[config.mk]
export PLATFORM = sky130hd
export DESIGN_NAME = l1d_resp_format
export DESIGN_NICKNAME = d
export VERILOG_FILES = /design/src/verilog/l1d_cfg_pkg.sv /design/src/verilog/l1d_msg_pkg.sv /design/src/verilog/l1d_resp_format.sv
export SDC_FILE = /design/constraint.sdc
export NUM_CORES = 1
export LEC_CHECK = 0
export BUFFER_PORTS_ARGS = -buffer_cell sky130_fd_sc_hd__clkbuf_2
export CORE_AREA = 2 2 126 128
export CTS_CLUSTER_DIAMETER = 80
export DETAILED_ROUTE_END_ITERATION = 16
export DIE_AREA = 0 0 128 130
export PLACE_DENSITY_LB_ADDON = 0.08
export RECOVER_POWER = 25
export SLEW_MARGIN = 20
export SYNTH_ARGS = -nofsm -noshare
export SYNTH_HDL_FRONTEND = slang
export SYNTH_SLANG_ARGS = --single-unit
[constraint.sdc]
create_clock -name i_clk -period 1.02 [get_ports i_clk]
set_input_delay 0.051 -clock i_clk [delete_from_list [all_inputs] [get_ports i_clk]]
set_output_delay 0.051 -clock i_clk [all_outputs]
set_load 0.1 [all_outputs]
[src/verilog/l1d_cfg_pkg.sv]
// L1 data cache configuration
// Geometry of the two-way array and the address field widths used to
// slice a physical address into tag, index and offset

package l1d_cfg_pkg;

  // ----------------------------------------
  // Word and line sizes
  // ----------------------------------------
  localparam int PADDR_W        = 32;
  localparam int XLEN_W         = 32;
  localparam int LINE_W         = 128;
  localparam int LINE_B_W       = LINE_W / 8;
  localparam int WORDS_PER_LINE = LINE_W / XLEN_W;

  // ----------------------------------------
  // Array organisation
  // ----------------------------------------
  localparam int WAYS = 2;
  localparam int SETS = 16;

  // Address split: | tag | index | offset |
  localparam int OFFSET_W   = $clog2(LINE_B_W);
  localparam int INDEX_W    = $clog2(SETS);
  localparam int TAG_W      = PADDR_W - INDEX_W - OFFSET_W;

  // Walker picks one core word out of the line
  localparam int WORD_SEL_W = $clog2(WORDS_PER_LINE);

endpackage
[src/verilog/l1d_msg_pkg.sv]
// L1 data cache access messages
// Request, response and status types exchanged between the walker port,
// the snoop port and the data array

package l1d_msg_pkg;
  import l1d_cfg_pkg::*;

  typedef enum logic [1:0] {
    STATUS_NONE,
    STATUS_HIT,
    STATUS_MISS,
    STATUS_CONFLICT
  } status_t;

  typedef enum logic {
    SNOOP_READ,
    SNOOP_INVALID
  } snoop_cmd_t;

  // One cache line, either whole or split into core words
  typedef union packed {
    logic [LINE_W-1:0]                     line;
    logic [WORDS_PER_LINE-1:0][XLEN_W-1:0] words;
  } line_u;

  // ----------------------------------------
  // Requester ports
  // ----------------------------------------
  typedef struct packed {
    logic               valid;
    logic [PADDR_W-1:0] paddr;
  } ptw_req_t;

  typedef struct packed {
    logic              valid;
    status_t           status;
    logic [XLEN_W-1:0] data;
  } ptw_resp_t;

  typedef struct packed {
    logic               valid;
    snoop_cmd_t         cmd;
    logic [WAYS-1:0]    ways;
    logic [PADDR_W-1:0] paddr;
  } snoop_req_t;

  typedef struct packed {
    logic                valid;
    status_t             status;
    logic [WAYS-1:0]     ways;
    logic [LINE_B_W-1:0] be;
    line_u               data;
  } snoop_resp_t;

  // Line refill from the miss path
  typedef struct packed {
    logic                    valid;
    logic [$clog2(WAYS)-1:0] way;
    logic [PADDR_W-1:0]      paddr;
    line_u                   data;
  } fill_req_t;

  // ----------------------------------------
  // Array side
  // ----------------------------------------
  typedef struct packed {
    logic               valid;
    logic [PADDR_W-1:0] paddr;
  } arr_rd_req_t;

  typedef struct packed {
    logic                    fill_valid;
    logic [$clog2(WAYS)-1:0] fill_way;
    logic [PADDR_W-1:0]      fill_paddr;
    line_u                   fill_data;
    logic                    inv_valid;
    logic [WAYS-1:0]         inv_ways;
    logic [PADDR_W-1:0]      inv_paddr;
  } arr_wr_req_t;

  typedef struct packed {
    logic            hit;
    logic            miss;
    logic [WAYS-1:0] hit_ways;
    line_u           data;
  } arr_rd_resp_t;

  // Request context carried alongside the array lookup
  typedef struct packed {
    logic                  ptw_valid;
    logic                  ptw_conflict;
    logic                  snoop_valid;
    logic                  snoop_rd;
    logic [WORD_SEL_W-1:0] word_sel;
  } s0_tag_t;

endpackage

[src/verilog/l1d_resp_format.sv]
// L1D response formatting
// Registers the request context and turns the array lookup into walker
// and snoop responses one cycle after the request

module l1d_resp_format (
  input  logic                      i_clk,
  input  logic                      i_reset_n,
  input  l1d_msg_pkg::s0_tag_t      i_s0_tag,
  input  l1d_msg_pkg::arr_rd_resp_t i_rd_resp,
  output l1d_msg_pkg::ptw_resp_t    o_ptw_resp,
  output l1d_msg_pkg::snoop_resp_t  o_snoop_resp
);
  import l1d_cfg_pkg::*;
  import l1d_msg_pkg::*;

  s0_tag_t r_s1_tag;

  always_ff @(posedge i_clk, negedge i_reset_n) begin
    if (!i_reset_n) begin
      r_s1_tag <= '0;
    end else begin
      r_s1_tag <= i_s0_tag;
    end
  end

  // ----------------------------------------
  // Walker response
  // ----------------------------------------
  always_comb begin
    o_ptw_resp       = '0;
    o_ptw_resp.valid = r_s1_tag.ptw_valid;
    if (r_s1_tag.ptw_valid) begin
      if (r_s1_tag.ptw_conflict) begin
        o_ptw_resp.status = STATUS_CONFLICT;
      end else if (i_rd_resp.hit) begin
        o_ptw_resp.status = STATUS_HIT;
        o_ptw_resp.data   = i_rd_resp.data.words[r_s1_tag.word_sel];
      end else if (i_rd_resp.miss) begin
        o_ptw_resp.status = STATUS_MISS;
      end
    end
  end

  // ----------------------------------------
  // Snoop response
  // ----------------------------------------
  // Invalidate answers with NONE and empty fields
  always_comb begin
    o_snoop_resp       = '0;
    o_snoop_resp.valid = r_s1_tag.snoop_valid;
    if (r_s1_tag.snoop_valid && r_s1_tag.snoop_rd) begin
      o_snoop_resp.ways = i_rd_resp.hit_ways;
      if (i_rd_resp.hit) begin
        o_snoop_resp.status = STATUS_HIT;
        o_snoop_resp.be     = {LINE_B_W{1'b1}};
        o_snoop_resp.data   = i_rd_resp.data;
      end else if (i_rd_resp.miss) begin
        o_snoop_resp.status = STATUS_MISS;
      end
    end
  end

  // Walker and snoop read can never share one lookup
  a_single_reader : assert property (@(posedge i_clk) disable iff (!i_reset_n)
    !(o_ptw_resp.valid &&
      ((o_ptw_resp.status == STATUS_HIT) || (o_ptw_resp.status == STATUS_MISS)) &&
      o_snoop_resp.valid && r_s1_tag.snoop_rd));

endmodule

==> results.json <==
{
  "status": "complete, but fails checks",
  "violations": "negative setup slack",
  "regArea_um2": 154,
  "fmax_mhz": 616,
  "core-area_mm2": 0.0154,
  "nFillCells": 1249,
  "hold_violations": 0,
  "syn2layout_area_growth_pct": 297,
  "syn_inst": 285,
  "cts_buffers": 3,
  "syn_avg_cell_area_um2": 7.65,
  "worstHoldPathType": "in2async",
  "clkSlewWorstSetupHoldPaths_ns": 0.04,
  "layout_common_cells": "buf_12 (198), clkbuf_2 (138), and2_4 (128)",
  "clkSinkCount": 6,
  "totalWireLength_um": 15100,
  "ant_nets": 0,
  "portBuffers": 323,
  "path_max_fanout": 25,
  "grt_pass1_vias": 3700,
  "antenna_found_initial": 0,
  "cp.arrival_ns": 1.57,
  "yosysWarnings": 0,
  "rsz0062_at_grt": "yes",
  "end_kind": "primary output",
  "setup-violations-final": 183,
  "place_hpwl_um": 11300,
  "relSlewSlack_pct": 77.5,
  "start_util_pct": 14.1,
  "grt.total_usage_pct": 16.5,
  "synth_nets": 425,
  "drc": 0,
  "setup_slack_ns": -0.602,
  "grt_max_degree": 26,
  "htreeDepth": 1,
  "num_antenna_cells": 0,
  "power-per-cell-area_mw_per_mm2": 606,
  "period_needed_ns": 1.62,
  "vias": 3498,
  "cts_max_path_buffers": 2,
  "place_congestion": 0.759,
  "grt_pass1_wl_um": 21500,
  "drtIter0Drc": 66,
  "final_common_cell": "buf_12",
  "hold_ws_ns": 0.230,
  "drt-wirelength-per-cell_um": 18.5,
  "layout-drive-gt1-share_pct": 94.1,
  "cts_tree": "yes",
  "min_period_over_period_pct": 159,
  "critPathLaunchType": "register",
  "p_leak_nw": 3.70,
  "overflow": 0,
  "cts_root_buf": "clkbuf_16",
  "total_power_mw": 5.25,
  "synthDistinctLibCells": 15,
  "vias_per_cell": 4.28,
  "critPathRequiredTime_ns": 0.97,
  "yosys_register_bits": 6,
  "ios": 324,
  "synth_seq_area_share_pct": 6.89,
  "die_h_um": 130,
  "peakVddDrop_mv": 0.544,
  "drv_cap": 0,
  "multi_input_area_mm2": 0.00272,
  "worst_pin_slew_ns": 0.338,
  "dieWidth_um": 128,
  "drv_slew": 0,
  "rows": 46,
  "critical_path_class": "reg2out",
  "die-area_mm2": 0.0166,
  "syn_area_mm2": 0.00218,
  "nNetsFinal": 767,
  "firstDrtPassIters": 6
}
[cell usage after synthesis (all sizes together)]
| cell type | n | area share (%) |
|---|---|---|
| and3 | 4 | 1.4 |
| and2 | 128 | 37 |
| nand4b | 1 | 0.40 |
| nand4bb | 1 | 0.52 |
| o22ai | 32 | 9.2 |
| mux2i | 64 | 29 |
| buf | 31 | 11 |
| o21a | 2 | 0.69 |
| clkbuf | 15 | 3.2 |
| dfrtp | 6 | 6.9 |
| and2b | 1 | 0.34 |
[path summary, 6_finish.rpt]
| check | from | to | slack [ns] | cells after the start |
|---|---|---|---|---|
| max in group asynchronous | i_reset_n | r_s1_tag[1] | 0.51 | 2 |
| worst max-delay path | r_s1_tag[1] | o_ptw_resp[12] | -0.60 | 4 |
| min in group i_clk | i_s0_tag[5] | o_ptw_resp[34] | 0.47 | 2 |
| worst min-delay path | i_reset_n | r_s1_tag[0] | 0.23 | 2 |
[critical path, cell delays in order (launching register included)]
cell and delay (ns):
dfrtp_4 0.46, buf_12 0.23, mux2i_2 0.32, o22ai_4 0.12
buf_12 0.18
[timing repair]
| action | 4_1_cts | 5_1_grt |
|---|---|---|
| resized for setup | 81 | 37 |
| cloned | 11 | 9 |
| setup endpoints to repair | 183 | 183 |
| buffers inserted | 13 | 6 |
| pin swaps | 2 | 30 |
| endpoints found under the hold margin | 12 | 0 |
| hold buffers | 7 | 0 |
[kinds of logic after synthesis]
family	count (synthesis)	synth area share (%)
AND/OR/NAND/NOR	135	39.4
multiplexers	64	29.4
buffers and inverters	46	14.5
AO/OA/AOI/OAI	34	9.87
flip-flops	6	6.89
[power by group]
part	internal [mW]	switching, mW
Combinational	1.78	2.54
Clock	0.519	0.142
Sequential	0.253	0.0131
Total	2.55	2.69
[cell type report]
type                       instances  share of cell area [%]
clock buffer                       4                   0.911
sequential                         6                    1.78
timing repair buffer             383                    63.1
tap                              192                    2.78
multi-input combinational        233                    31.4
[per-layer routing]
| metal | vias up | share of wire (%) | global-route usage, % |
|---|---|---|---|
| li1 | 1659 | - | - |
| met1 | 1657 | 35 | 18.0 |
| met2 | 169 | 57 | 33.9 |
| met3 | 13 | 6.6 | 3.24 |
| met4 | 0 | 0.90 | 1.49 |
| met5 | - | 0 | 0 |
[per-stage QoR]
step                      TNS (ns)  area, um^2  setup WS [ns]  utilization [%]  cells
final                       -95.40        8650         -0.602             56.1    818
after global routing       -103.45        8650         -0.648             56.1    818
after CTS                   -97.24        8450         -0.605             54.8    811
after detailed placement    -46.60        7540         -0.469             48.9    777
after global placement      -44.52        7540         -0.446             48.9    777
after floorplan             -53.32        3260         -0.665                -    285
[sequential cells by signal, summed over array words and instances (netlist names)]
name and count:
o_snoop_resp 1, r_s1_tag 4, o_ptw_resp 1
(Power assumes the default switching activity.)
