`config.mk`:
```
export PLATFORM = sky130hd
export DESIGN_NAME = l1d_port_decode
export DESIGN_NICKNAME = d
export VERILOG_FILES = /design/src/verilog/l1d_cfg_pkg.sv /design/src/verilog/l1d_msg_pkg.sv /design/src/verilog/l1d_port_decode.sv
export SDC_FILE = /design/constraint.sdc
export NUM_CORES = 1
export LEC_CHECK = 0
export BUFFER_PORTS_ARGS = -buffer_cell sky130_fd_sc_hd__buf_2
export CORE_AREA = 2 2 180 182
export DETAILED_ROUTE_END_ITERATION = 7
export DIE_AREA = 0 0 182 184
export PLACE_DENSITY_LB_ADDON = 0.1
export SYNTH_ARGS = -nofsm -noshare
export SYNTH_HDL_FRONTEND = slang
export SYNTH_SLANG_ARGS = --single-unit
```
`constraint.sdc`:
```
create_clock -name vclk -period 0.8
set_input_delay 0.04 -clock vclk [all_inputs]
set_output_delay 0.04 -clock vclk [all_outputs]
set_load 0.05 [all_outputs]
```
`src/verilog/l1d_cfg_pkg.sv`:
```
// L1 data cache configuration
// Geometry of the two-way array and the address field widths used to
// slice a physical address into tag, index and offset

package l1d_cfg_pkg;

  // ----------------------------------------
  // Word and line sizes
  // ----------------------------------------
  localparam int PADDR_W        = 32;
  localparam int XLEN_W         = 32;
  localparam int LINE_W         = 128;
  localparam int LINE_B_W       = LINE_W / 8;
  localparam int WORDS_PER_LINE = LINE_W / XLEN_W;

  // ----------------------------------------
  // Array organisation
  // ----------------------------------------
  localparam int WAYS = 2;
  localparam int SETS = 16;

  // Address split: | tag | index | offset |
  localparam int OFFSET_W   = $clog2(LINE_B_W);
  localparam int INDEX_W    = $clog2(SETS);
  localparam int TAG_W      = PADDR_W - INDEX_W - OFFSET_W;

  // Walker picks one core word out of the line
  localparam int WORD_SEL_W = $clog2(WORDS_PER_LINE);

endpackage
```
`src/verilog/l1d_msg_pkg.sv`:
```
// L1 data cache access messages
// Request, response and status types exchanged between the walker port,
// the snoop port and the data array

package l1d_msg_pkg;
  import l1d_cfg_pkg::*;

  typedef enum logic [1:0] {
    STATUS_NONE,
    STATUS_HIT,
    STATUS_MISS,
    STATUS_CONFLICT
  } status_t;

  typedef enum logic {
    SNOOP_READ,
    SNOOP_INVALID
  } snoop_cmd_t;

  // One cache line, either whole or split into core words
  typedef union packed {
    logic [LINE_W-1:0]                     line;
    logic [WORDS_PER_LINE-1:0][XLEN_W-1:0] words;
  } line_u;

  // ----------------------------------------
  // Requester ports
  // ----------------------------------------
  typedef struct packed {
    logic               valid;
    logic [PADDR_W-1:0] paddr;
  } ptw_req_t;

  typedef struct packed {
    logic              valid;
    status_t           status;
    logic [XLEN_W-1:0] data;
  } ptw_resp_t;

  typedef struct packed {
    logic               valid;
    snoop_cmd_t         cmd;
    logic [WAYS-1:0]    ways;
    logic [PADDR_W-1:0] paddr;
  } snoop_req_t;

  typedef struct packed {
    logic                valid;
    status_t             status;
    logic [WAYS-1:0]     ways;
    logic [LINE_B_W-1:0] be;
    line_u               data;
  } snoop_resp_t;

  // Line refill from the miss path
  typedef struct packed {
    logic                    valid;
    logic [$clog2(WAYS)-1:0] way;
    logic [PADDR_W-1:0]      paddr;
    line_u                   data;
  } fill_req_t;

  // ----------------------------------------
  // Array side
  // ----------------------------------------
  typedef struct packed {
    logic               valid;
    logic [PADDR_W-1:0] paddr;
  } arr_rd_req_t;

  typedef struct packed {
    logic                    fill_valid;
    logic [$clog2(WAYS)-1:0] fill_way;
    logic [PADDR_W-1:0]      fill_paddr;
    line_u                   fill_data;
    logic                    inv_valid;
    logic [WAYS-1:0]         inv_ways;
    logic [PADDR_W-1:0]      inv_paddr;
  } arr_wr_req_t;

  typedef struct packed {
    logic            hit;
    logic            miss;
    logic [WAYS-1:0] hit_ways;
    line_u           data;
  } arr_rd_resp_t;

  // Request context carried alongside the array lookup
  typedef struct packed {
    logic                  ptw_valid;
    logic                  ptw_conflict;
    logic                  snoop_valid;
    logic                  snoop_rd;
    logic [WORD_SEL_W-1:0] word_sel;
  } s0_tag_t;

endpackage

```
`src/verilog/l1d_port_decode.sv`:
```
// L1D port decode
// Splits snoop commands into read or invalidate, grants the single array
// read port and merges refill and invalidate into one write request

module l1d_port_decode (
  input  l1d_msg_pkg::ptw_req_t    i_ptw_req,
  input  l1d_msg_pkg::snoop_req_t  i_snoop_req,
  input  l1d_msg_pkg::fill_req_t   i_fill,
  output l1d_msg_pkg::arr_rd_req_t o_arr_rd_req,
  output l1d_msg_pkg::arr_wr_req_t o_arr_wr_req,
  output l1d_msg_pkg::s0_tag_t     o_s0_tag
);
  import l1d_cfg_pkg::*;
  import l1d_msg_pkg::*;

  logic w_snoop_rd;
  logic w_snoop_inv;
  logic w_ptw_conflict;
  logic w_ptw_grant;

  // ----------------------------------------
  // Snoop command decode
  // ----------------------------------------
  assign w_snoop_rd  = i_snoop_req.valid & (i_snoop_req.cmd == SNOOP_READ);
  assign w_snoop_inv = i_snoop_req.valid & (i_snoop_req.cmd == SNOOP_INVALID);

  // ----------------------------------------
  // Read port grant
  // ----------------------------------------
  // Walker loses against any snoop or refill in the same cycle
  assign w_ptw_conflict = i_ptw_req.valid & (i_snoop_req.valid | i_fill.valid);
  assign w_ptw_grant    = i_ptw_req.valid & ~w_ptw_conflict;

  assign o_arr_rd_req.valid = w_snoop_rd | w_ptw_grant;
  assign o_arr_rd_req.paddr = w_snoop_rd ? i_snoop_req.paddr : i_ptw_req.paddr;

  // ----------------------------------------
  // Write request
  // ----------------------------------------
  assign o_arr_wr_req.fill_valid = i_fill.valid;
  assign o_arr_wr_req.fill_way   = i_fill.way;
  assign o_arr_wr_req.fill_paddr = i_fill.paddr;
  assign o_arr_wr_req.fill_data  = i_fill.data;
  assign o_arr_wr_req.inv_valid  = w_snoop_inv;
  assign o_arr_wr_req.inv_ways   = i_snoop_req.ways;
  assign o_arr_wr_req.inv_paddr  = i_snoop_req.paddr;

  // Context for the response stage
  assign o_s0_tag.ptw_valid    = i_ptw_req.valid;
  assign o_s0_tag.ptw_conflict = w_ptw_conflict;
  assign o_s0_tag.snoop_valid  = i_snoop_req.valid;
  assign o_s0_tag.snoop_rd     = w_snoop_rd;
  // Word index is the upper two bits of the line offset
  assign o_s0_tag.word_sel     = i_ptw_req.paddr[OFFSET_W-1 -: WORD_SEL_W];

endmodule

```
==> impl_metrics.yaml, run 1 <==
placement:
  io_buffers: 141
  preCtsSetupSlack_ns: -0.313
  placed_area_um2: 1800
  place_congestion: 0.590
  dp_hpwl_um: 4820
worst_hold_path:
  hold_depth: 0
  hp-start: "i_fill[25]"
  min_to: "o_arr_wr_req[60]"
  hold_path_class: "in2out"
global_routing:
  grt_max_degree: 12
  grt_pass1_vias: 1095
  grt_overflow: 0
  grt_pass1_wl_um: 7020
  track_usage: 0.0277
  antenna_found_initial: 0
sta:
  setup_slack_ns: -0.225
  period_needed_ns: 1.03
  slew_headroom: 0.826
  drv_slew: 0
  fmax_mhz: 975
  min_period_over_period: 1.28
  tightest_slew_ns: 0.262
  rsz0062_at_grt: "yes"
  setup_viol: 33
  finalHoldViolCount: 0
routing:
  ant_nets: 0
  viasPerCell: 1.95
  drt_iter0_markers: 11
  dr.pass1.iters: 2
  vias: 1148
  wl_per_cell_um: 9.26
  drt-total-wl_um: 5470
  drcViolationCount: 0
status:
  outcome: "complete, but fails checks"
  violations: "setup timing"
power_and_ir_drop:
  power_w: 0.00187
  powerDensity_nw_per_um2: 887
  leakage_nw: 1.02
  peakVddDrop_uv: 244
final_layout:
  finish.net_count: 421
  stdcell_area_um2: 2110
  fill_cells: 3714
  design.seq.count: 0
  clkbuf_count: 0
  drive_above_1_share: 0.979
  final_util: 0.0672
  syn_to_final_growth_pct: 0.656
  diodes: 0
  seq_area_um2: 0
  multi_input_area_um2: 531
logic_synthesis:
  syn_nets: 477
  netlist_instances: 246
  seq_area_frac_synth: 0
  yosysWarnings: 0
  synth_mux_area_frac: 0.222
  syn_area_um2: 2100
  synthXorXnorAreaFrac: 0
  post-synth-top-area-cell: "buf_4"
  synthAdderAreaFrac: 0
  synthTopCellsByArea: "buf_4, mux2_4, buf_12"
  avgSynthCellArea_um2: 8.52
  synth-simple-area-share: 0.0101
  yosysUniqueCellTypes: 10
  synth_top_family_by_area: "buffers and inverters"
  synth_top_cell_area_share: 0.727
  synth_compound_area_frac: 0.00358
cts:
  postCtsHoldBufs: 0
floorplanning:
  die_w_um: 182
  rows: 65
  die-area_um2: 33500
  die_h_um: 184
  core-area_um2: 31400
  initial_core_util: 0.0668
  design.portCount: 467
critical_path:
  worstSetupPathType: "in2out"
  required_ns: 0.76
  start_kind: "input pin"
  cp-end-kind: "output pin"
  crit_fanout: 11
  worstPathArrival_ns: 0.99
flow_run:
  cap_violations: 0
-- cell families after synthesis --
group | count (synthesis)
buffers and inverters | 209
and+or+nand+nor | 4
muxes | 32
AOI/OAI and AO/OA | 1
-- worst max-delay path by stage --
stage / startpoint / endpoint / slack (ns) / depth (start not counted)
2_1_floorplan: i_snoop_req[34] / o_arr_rd_req[23] / -0.06 / 4
3_5_place_dp: i_snoop_req[34] / o_arr_rd_req[0] / -0.31 / 5
6_report: i_snoop_req[34] / o_arr_rd_req[24] / -0.23 / 5
5_1_grt: i_snoop_req[35] / o_arr_rd_req[24] / -0.28 / 5
3_3_place_gp: i_snoop_req[34] / o_arr_rd_req[1] / -0.28 / 5
4_1_cts: i_snoop_req[35] / o_arr_rd_req[0] / -0.27 / 5
-- worst max-delay path: stages --
cell      delay, ns
buf_6          0.09
nand2b_4       0.20
buf_12         0.18
mux2_4         0.30
buf_6          0.15
-- layout make-up --
cell class,count,area share
inverters,2,0.00356
repair buffers,149,0.507
well taps,402,0.238
multi-input cells,37,0.251
-- through the flow --
step           setup TNS, ns  hold slack (ns)  std cells
3_5_place_dp           -8.81           0.0803        586
4_1_cts                -7.96           0.0803        589
2_1_floorplan          -1.55            0.207        246
6_report               -6.92           0.0800        590
5_1_grt                -8.32           0.0801        590
3_3_place_gp           -8.44           0.0803        586
-- cell usage after synthesis (all sizes together) --
library cell / n
o31ai: 1
mux2: 32
and2: 1
buf: 207
nor2: 2
nand2b: 1
inv: 2
-- layer usage --
metal	GRT usage	up-vias	routed length, um
li1	-	450	-
met1	0.0217	511	1520
met2	0.0513	141	2690
met3	0.0143	46	846
met4	0.0219	0	407
met5	0	-	0
-- cells in the final DEF (no fill, tap or decap), drive strengths merged --
cell	count
and2	1
clkbuf	1
buf	148
mux2	32
nand2b	1
nor2	2
o31ai	1
inv	2
-- where the power goes --
part,leakage (nW),total (W),switching [W],internal [W]
clock network,0,0,0,0
logic,1.02,0.00187,0.00116,0.000714
registers,0,0,0,0
total,1.02,0.00187,0.00116,0.000714
-- timing repair --
action | in CTS | in global routing
endpoints found under the setup margin | 34 | 36
gates resized for setup | 72 | 11
gates cloned | 1 | 0
setup buffers | 2 | 1
No activity file was read; power rests on OpenSTA's default activity.
==> inputs of run 2 (changes only) <==
- BUFFER_PORTS_ARGS: -buffer_cell sky130_fd_sc_hd__buf_2 -> -buffer_cell sky130_fd_sc_hd__buf_4
- CELL_PAD_IN_SITES_DETAIL_PLACEMENT: default -> 2
- CELL_PAD_IN_SITES_GLOBAL_PLACEMENT: default -> 2
- CORE_AREA: 2 2 180 182 -> 2 2 182 184
- DIE_AREA: 0 0 182 184 -> 0 0 184 186
- GPL_ROUTABILITY_DRIVEN: default -> 0
==> run 2 against run 1 <==
Compared with the run above:
- critical path depth did not move
- largest cell class unchanged
- worst setup slack improved by 0.030 ns
- critical endpoint is now o_arr_rd_req[9]
- first-iteration DRC count is 36% higher
- global-route usage grew 0.36 points
- combinational power is 7% higher
- the flow still finishes with violations (setup timing)
- sequential share of layout area unchanged
==> impl_metrics.yaml, run 2 (synthesis results as in run 1) <==
floorplanning:
  die_h_um: 186
  rows: 66
  die_w_um: 184
  core-area_um2: 32200
  die-area_um2: 34200
  initial_core_util: 0.0651
  design.portCount: 467
final_layout:
  diodes: 0
  syn_to_final_growth_pct: 10.6
  seq_area_um2: 0
  final_util: 0.0720
  layout_commonest_cell: "buf_4"
  clkbuf_count: 0
  stdcell_area_um2: 2320
  multi_input_area_um2: 531
  finish.net_count: 418
  drive_above_1_share: 0.978
  design.seq.count: 0
  final_cell_mix: "buf_4, mux2_4, buf_6"
  fill_cells: 3814
sta:
  setup_slack_ns: -0.196
  rsz0062_at_grt: "yes"
  slew_headroom: 0.881
  fmax_mhz: 1000
  period_needed_ns: 0.996
  setup_viol: 32
  drv_slew: 0
  tightest_slew_ns: 0.178
  finalHoldViolCount: 0
  min_period_over_period: 1.24
critical_path:
  start_kind: "input pin"
  required_ns: 0.76
  worstSetupPathType: "in2out"
  crit_fanout: 16
  cp-end-kind: "output pin"
  worstPathArrival_ns: 0.96
routing:
  drcViolationCount: 0
  drt-total-wl_um: 6350
  dr.pass1.iters: 3
  drt_iter0_markers: 15
  vias: 1141
  viasPerCell: 1.92
  wl_per_cell_um: 10.7
  ant_nets: 0
global_routing:
  grt_max_degree: 17
  track_usage: 0.0313
  grt_pass1_wl_um: 7990
  grt_overflow: 0
  antenna_found_initial: 0
  grt_pass1_vias: 1241
power_and_ir_drop:
  peakVddDrop_uv: 220
  powerDensity_nw_per_um2: 863
  leakage_nw: 1.08
placement:
  preCtsSetupSlack_ns: -0.267
  dp_hpwl_um: 5680
  placed_area_um2: 2150
  io_buffers: 141
status:
  outcome: "complete, but fails checks"
  violations: "setup timing"
worst_hold_path:
  hp-start: "i_fill[108]"
  hold_path_class: "in2out"
  hold_depth: 0
  min_to: "o_arr_wr_req[143]"
flow_run:
  cap_violations: 0
cts:
  post_cts_buffers: 0
-- run 2: cell types whose count changed in the layout (fill, tap and decap cells not counted), sizes merged --
cell | before | now
buf | 148 | 146
clkbuf | 1 | 0
-- run 2: worst max path at each step --
stage | start | to | slack, ns | cells after the start
3_3_place_gp | i_snoop_req[34] | o_arr_rd_req[0] | -0.27 | 5
3_5_place_dp | i_snoop_req[34] | o_arr_rd_req[31] | -0.27 | 5
2_1_floorplan | i_snoop_req[34] | o_arr_rd_req[23] | -0.06 | 4
5_1_grt | i_snoop_req[35] | o_arr_rd_req[24] | -0.24 | 5
4_1_cts | i_snoop_req[35] | o_arr_rd_req[9] | -0.22 | 5
6_report | i_snoop_req[35] | o_arr_rd_req[9] | -0.20 | 5
-- run 2: per-layer routing --
metal  vias to the layer above  GRT usage  routed length [um]
li1                        441          -                   -
met1                       512     0.0234                1700
met2                       142     0.0614                3350
met3                        46     0.0129                 834
met4                         0     0.0256                 458
met5                         -          0                   0
-- run 2: metrics by stage --
stage          hold slack, ns  std cells  TNS (ns)  total power (W)
3_3_place_gp           0.0803        593     -7.65          0.00191
6_report               0.0800        593     -5.71          0.00200
2_1_floorplan           0.207        246     -1.55          0.00353
4_1_cts                0.0803        593     -6.28          0.00203
3_5_place_dp           0.0803        593     -7.70          0.00190
5_1_grt                0.0801        593     -6.93          0.00209
-- run 2: area by class of cell --
cell class / count / share of cell area
Timing Repair Buffer: 146 / 0.548
Multi-Input combinational cell: 37 / 0.229
Tap cell: 408 / 0.220
Inverter: 2 / 0.00324
-- run 2: worst max-delay path, stage by stage --
cell	delay [ns]
buf_4	0.12
nand2b_4	0.11
buf_12	0.19
mux2_4	0.32
buf_6	0.15
-- run 2: repair_timing --
action | 4_1_cts | 5_1_grt
gates resized for setup | 41 | 3
pin swaps | 0 | 1
endpoints found under the setup margin | 34 | 34
hold buffers | 0 | 0
-- run 2: power breakdown --
part           switching (W)  internal [W]
logic                0.00117      0.000834
clock network              0             0
registers                  0             0
==> inputs of run 3 (changes only) <==
- CELL_PAD_IN_SITES_DETAIL_PLACEMENT: 2 -> default
- CELL_PAD_IN_SITES_GLOBAL_PLACEMENT: 2 -> default
- CORE_AREA: 2 2 182 184 -> 2 2 180 182
- DIE_AREA: 0 0 184 186 -> 0 0 182 184
==> run 3 against run 2 <==
Compared with the run above:
- worst setup slack worse by 0.010 ns
- flip-flop and latch count unchanged
- critical path depth unchanged
- critical endpoint is now o_arr_rd_req[31]
- die area down 2.2%
- power up 1.1%
- the flow still finishes with violations (setup timing)
- design area up 1.1%
- highest routed layer unchanged
- combinational power about the same
==> impl_metrics.yaml, run 3 (synthesis results as in run 1) <==
sta:
  tightest_slew_ns: 0.180
  rsz0062_at_grt: "yes"
  finalHoldViolCount: 0
  drv_slew: 0
  setup_slack_ns: -0.206
  period_needed_ns: 1.01
  min_period_over_period: 1.26
  setup_viol: 33
  fmax_mhz: 994
  slew_headroom: 0.880
final_layout:
  multi_input_area_um2: 531
  stdcell_area_um2: 2340
  fill_cells: 3712
  diodes: 0
  final_cell_mix: "buf_4, buf_6, mux2_4"
  finish.net_count: 419
  seq_area_um2: 0
  clkbuf_count: 0
  syn_to_final_growth_pct: 11.8
  design.seq.count: 0
  instances_no_fill: 588
  drive_above_1_share: 0.978
  layout_commonest_cell: "buf_4"
  final_util: 0.0747
placement:
  dp_hpwl_um: 5160
  io_buffers: 141
  placed_area_um2: 2160
  placedCellCount: 587
routing:
  drcViolationCount: 0
  drt_iter0_markers: 25
  viasPerCell: 1.96
  route.met2.wl_um: 2940
  ant_nets: 0
  top_layer: "met4"
  drt-total-wl_um: 5760
  vias: 1150
  wl_per_cell_um: 9.79
  wl_met3_um: 885
  dr.pass1.iters: 3
  wl_met1_um: 1530
power_and_ir_drop:
  peakVddDrop_uv: 249
  leakage_nw: 1.10
  power_w: 0.00202
  powerDensity_nw_per_um2: 863
critical_path:
  cpMaxStageDelayCell: "mux2_4"
  required_ns: 0.76
  start_kind: "input pin"
  cp-end-kind: "output pin"
  crit_chain: "buf_6, nand2b_4, buf_12, mux2_4, buf_12"
  path_delay_family: "buffers and inverters"
  worstPathArrival_ns: 0.97
  worstSetupPathType: "in2out"
  cp_common_cell: "buf_12"
  worst-path-buf-inv: 3
  slowest_delay_ns: 0.32
  crit_fanout: 8
worst_hold_path:
  hold_path_class: "in2out"
floorplanning:
  core-area_um2: 31400
  initial_core_util: 0.0668
  rows: 65
  die-area_um2: 33500
  die_h_um: 184
  die_w_um: 182
  design.portCount: 467
global_routing:
  grt_pass1_vias: 1185
  grt_pass1_wl_um: 7610
  antenna_found_initial: 0
  grt_overflow: 0
  track_usage: 0.0300
  grt_max_degree: 12
status:
  outcome: "complete, but fails checks"
  violations: "setup timing"
flow_run:
  cap_violations: 0
## run 3: power breakdown
| part | total, W | internal (W) | switching (W) |
|---|---|---|---|
| sequential | 0 | 0 | 0 |
| combinational | 0.00202 | 0.000852 | 0.00117 |
| clock | 0 | 0 | 0 |
## run 3: per-stage QoR
step / setup WS [ns] / setup TNS, ns / hold WS (ns)
2_1_floorplan: -0.0558 / -1.55 / 0.207
3_3_place_gp: -0.266 / -7.99 / 0.0803
3_5_place_dp: -0.300 / -8.56 / 0.0803
4_1_cts: -0.234 / -6.82 / 0.0803
5_1_grt: -0.257 / -7.59 / 0.0801
6_report: -0.206 / -6.21 / 0.0800
## run 3: per-layer routing
metal,GRT usage,up-vias
met2,0.0566,141
met3,0.0143,46
met4,0.0219,0
li1,-,445
met1,0.0240,518
met5,0,-
## run 3: area by class of cell
| class | instances | area share |
|---|---|---|
| multi-input combinational | 37 | 0.226 |
| tap | 402 | 0.215 |
| timing repair buffer | 147 | 0.556 |
| inverter | 2 | 0.00320 |
## run 3: final timing paths
check / cells after the start / endpoint / startpoint / slack, ns
worst max-delay path: 5 / o_arr_rd_req[31] / i_snoop_req[34] / -0.21
worst min-delay path: 0 / o_arr_wr_req[117] / i_fill[82] / 0.08
## run 3: timing repair
action / CTS / global route
hold buffers: 0 / 0
setup endpoints to repair: 35 / 34
resized for setup: 47 / 0
buffers inserted: 1 / 0
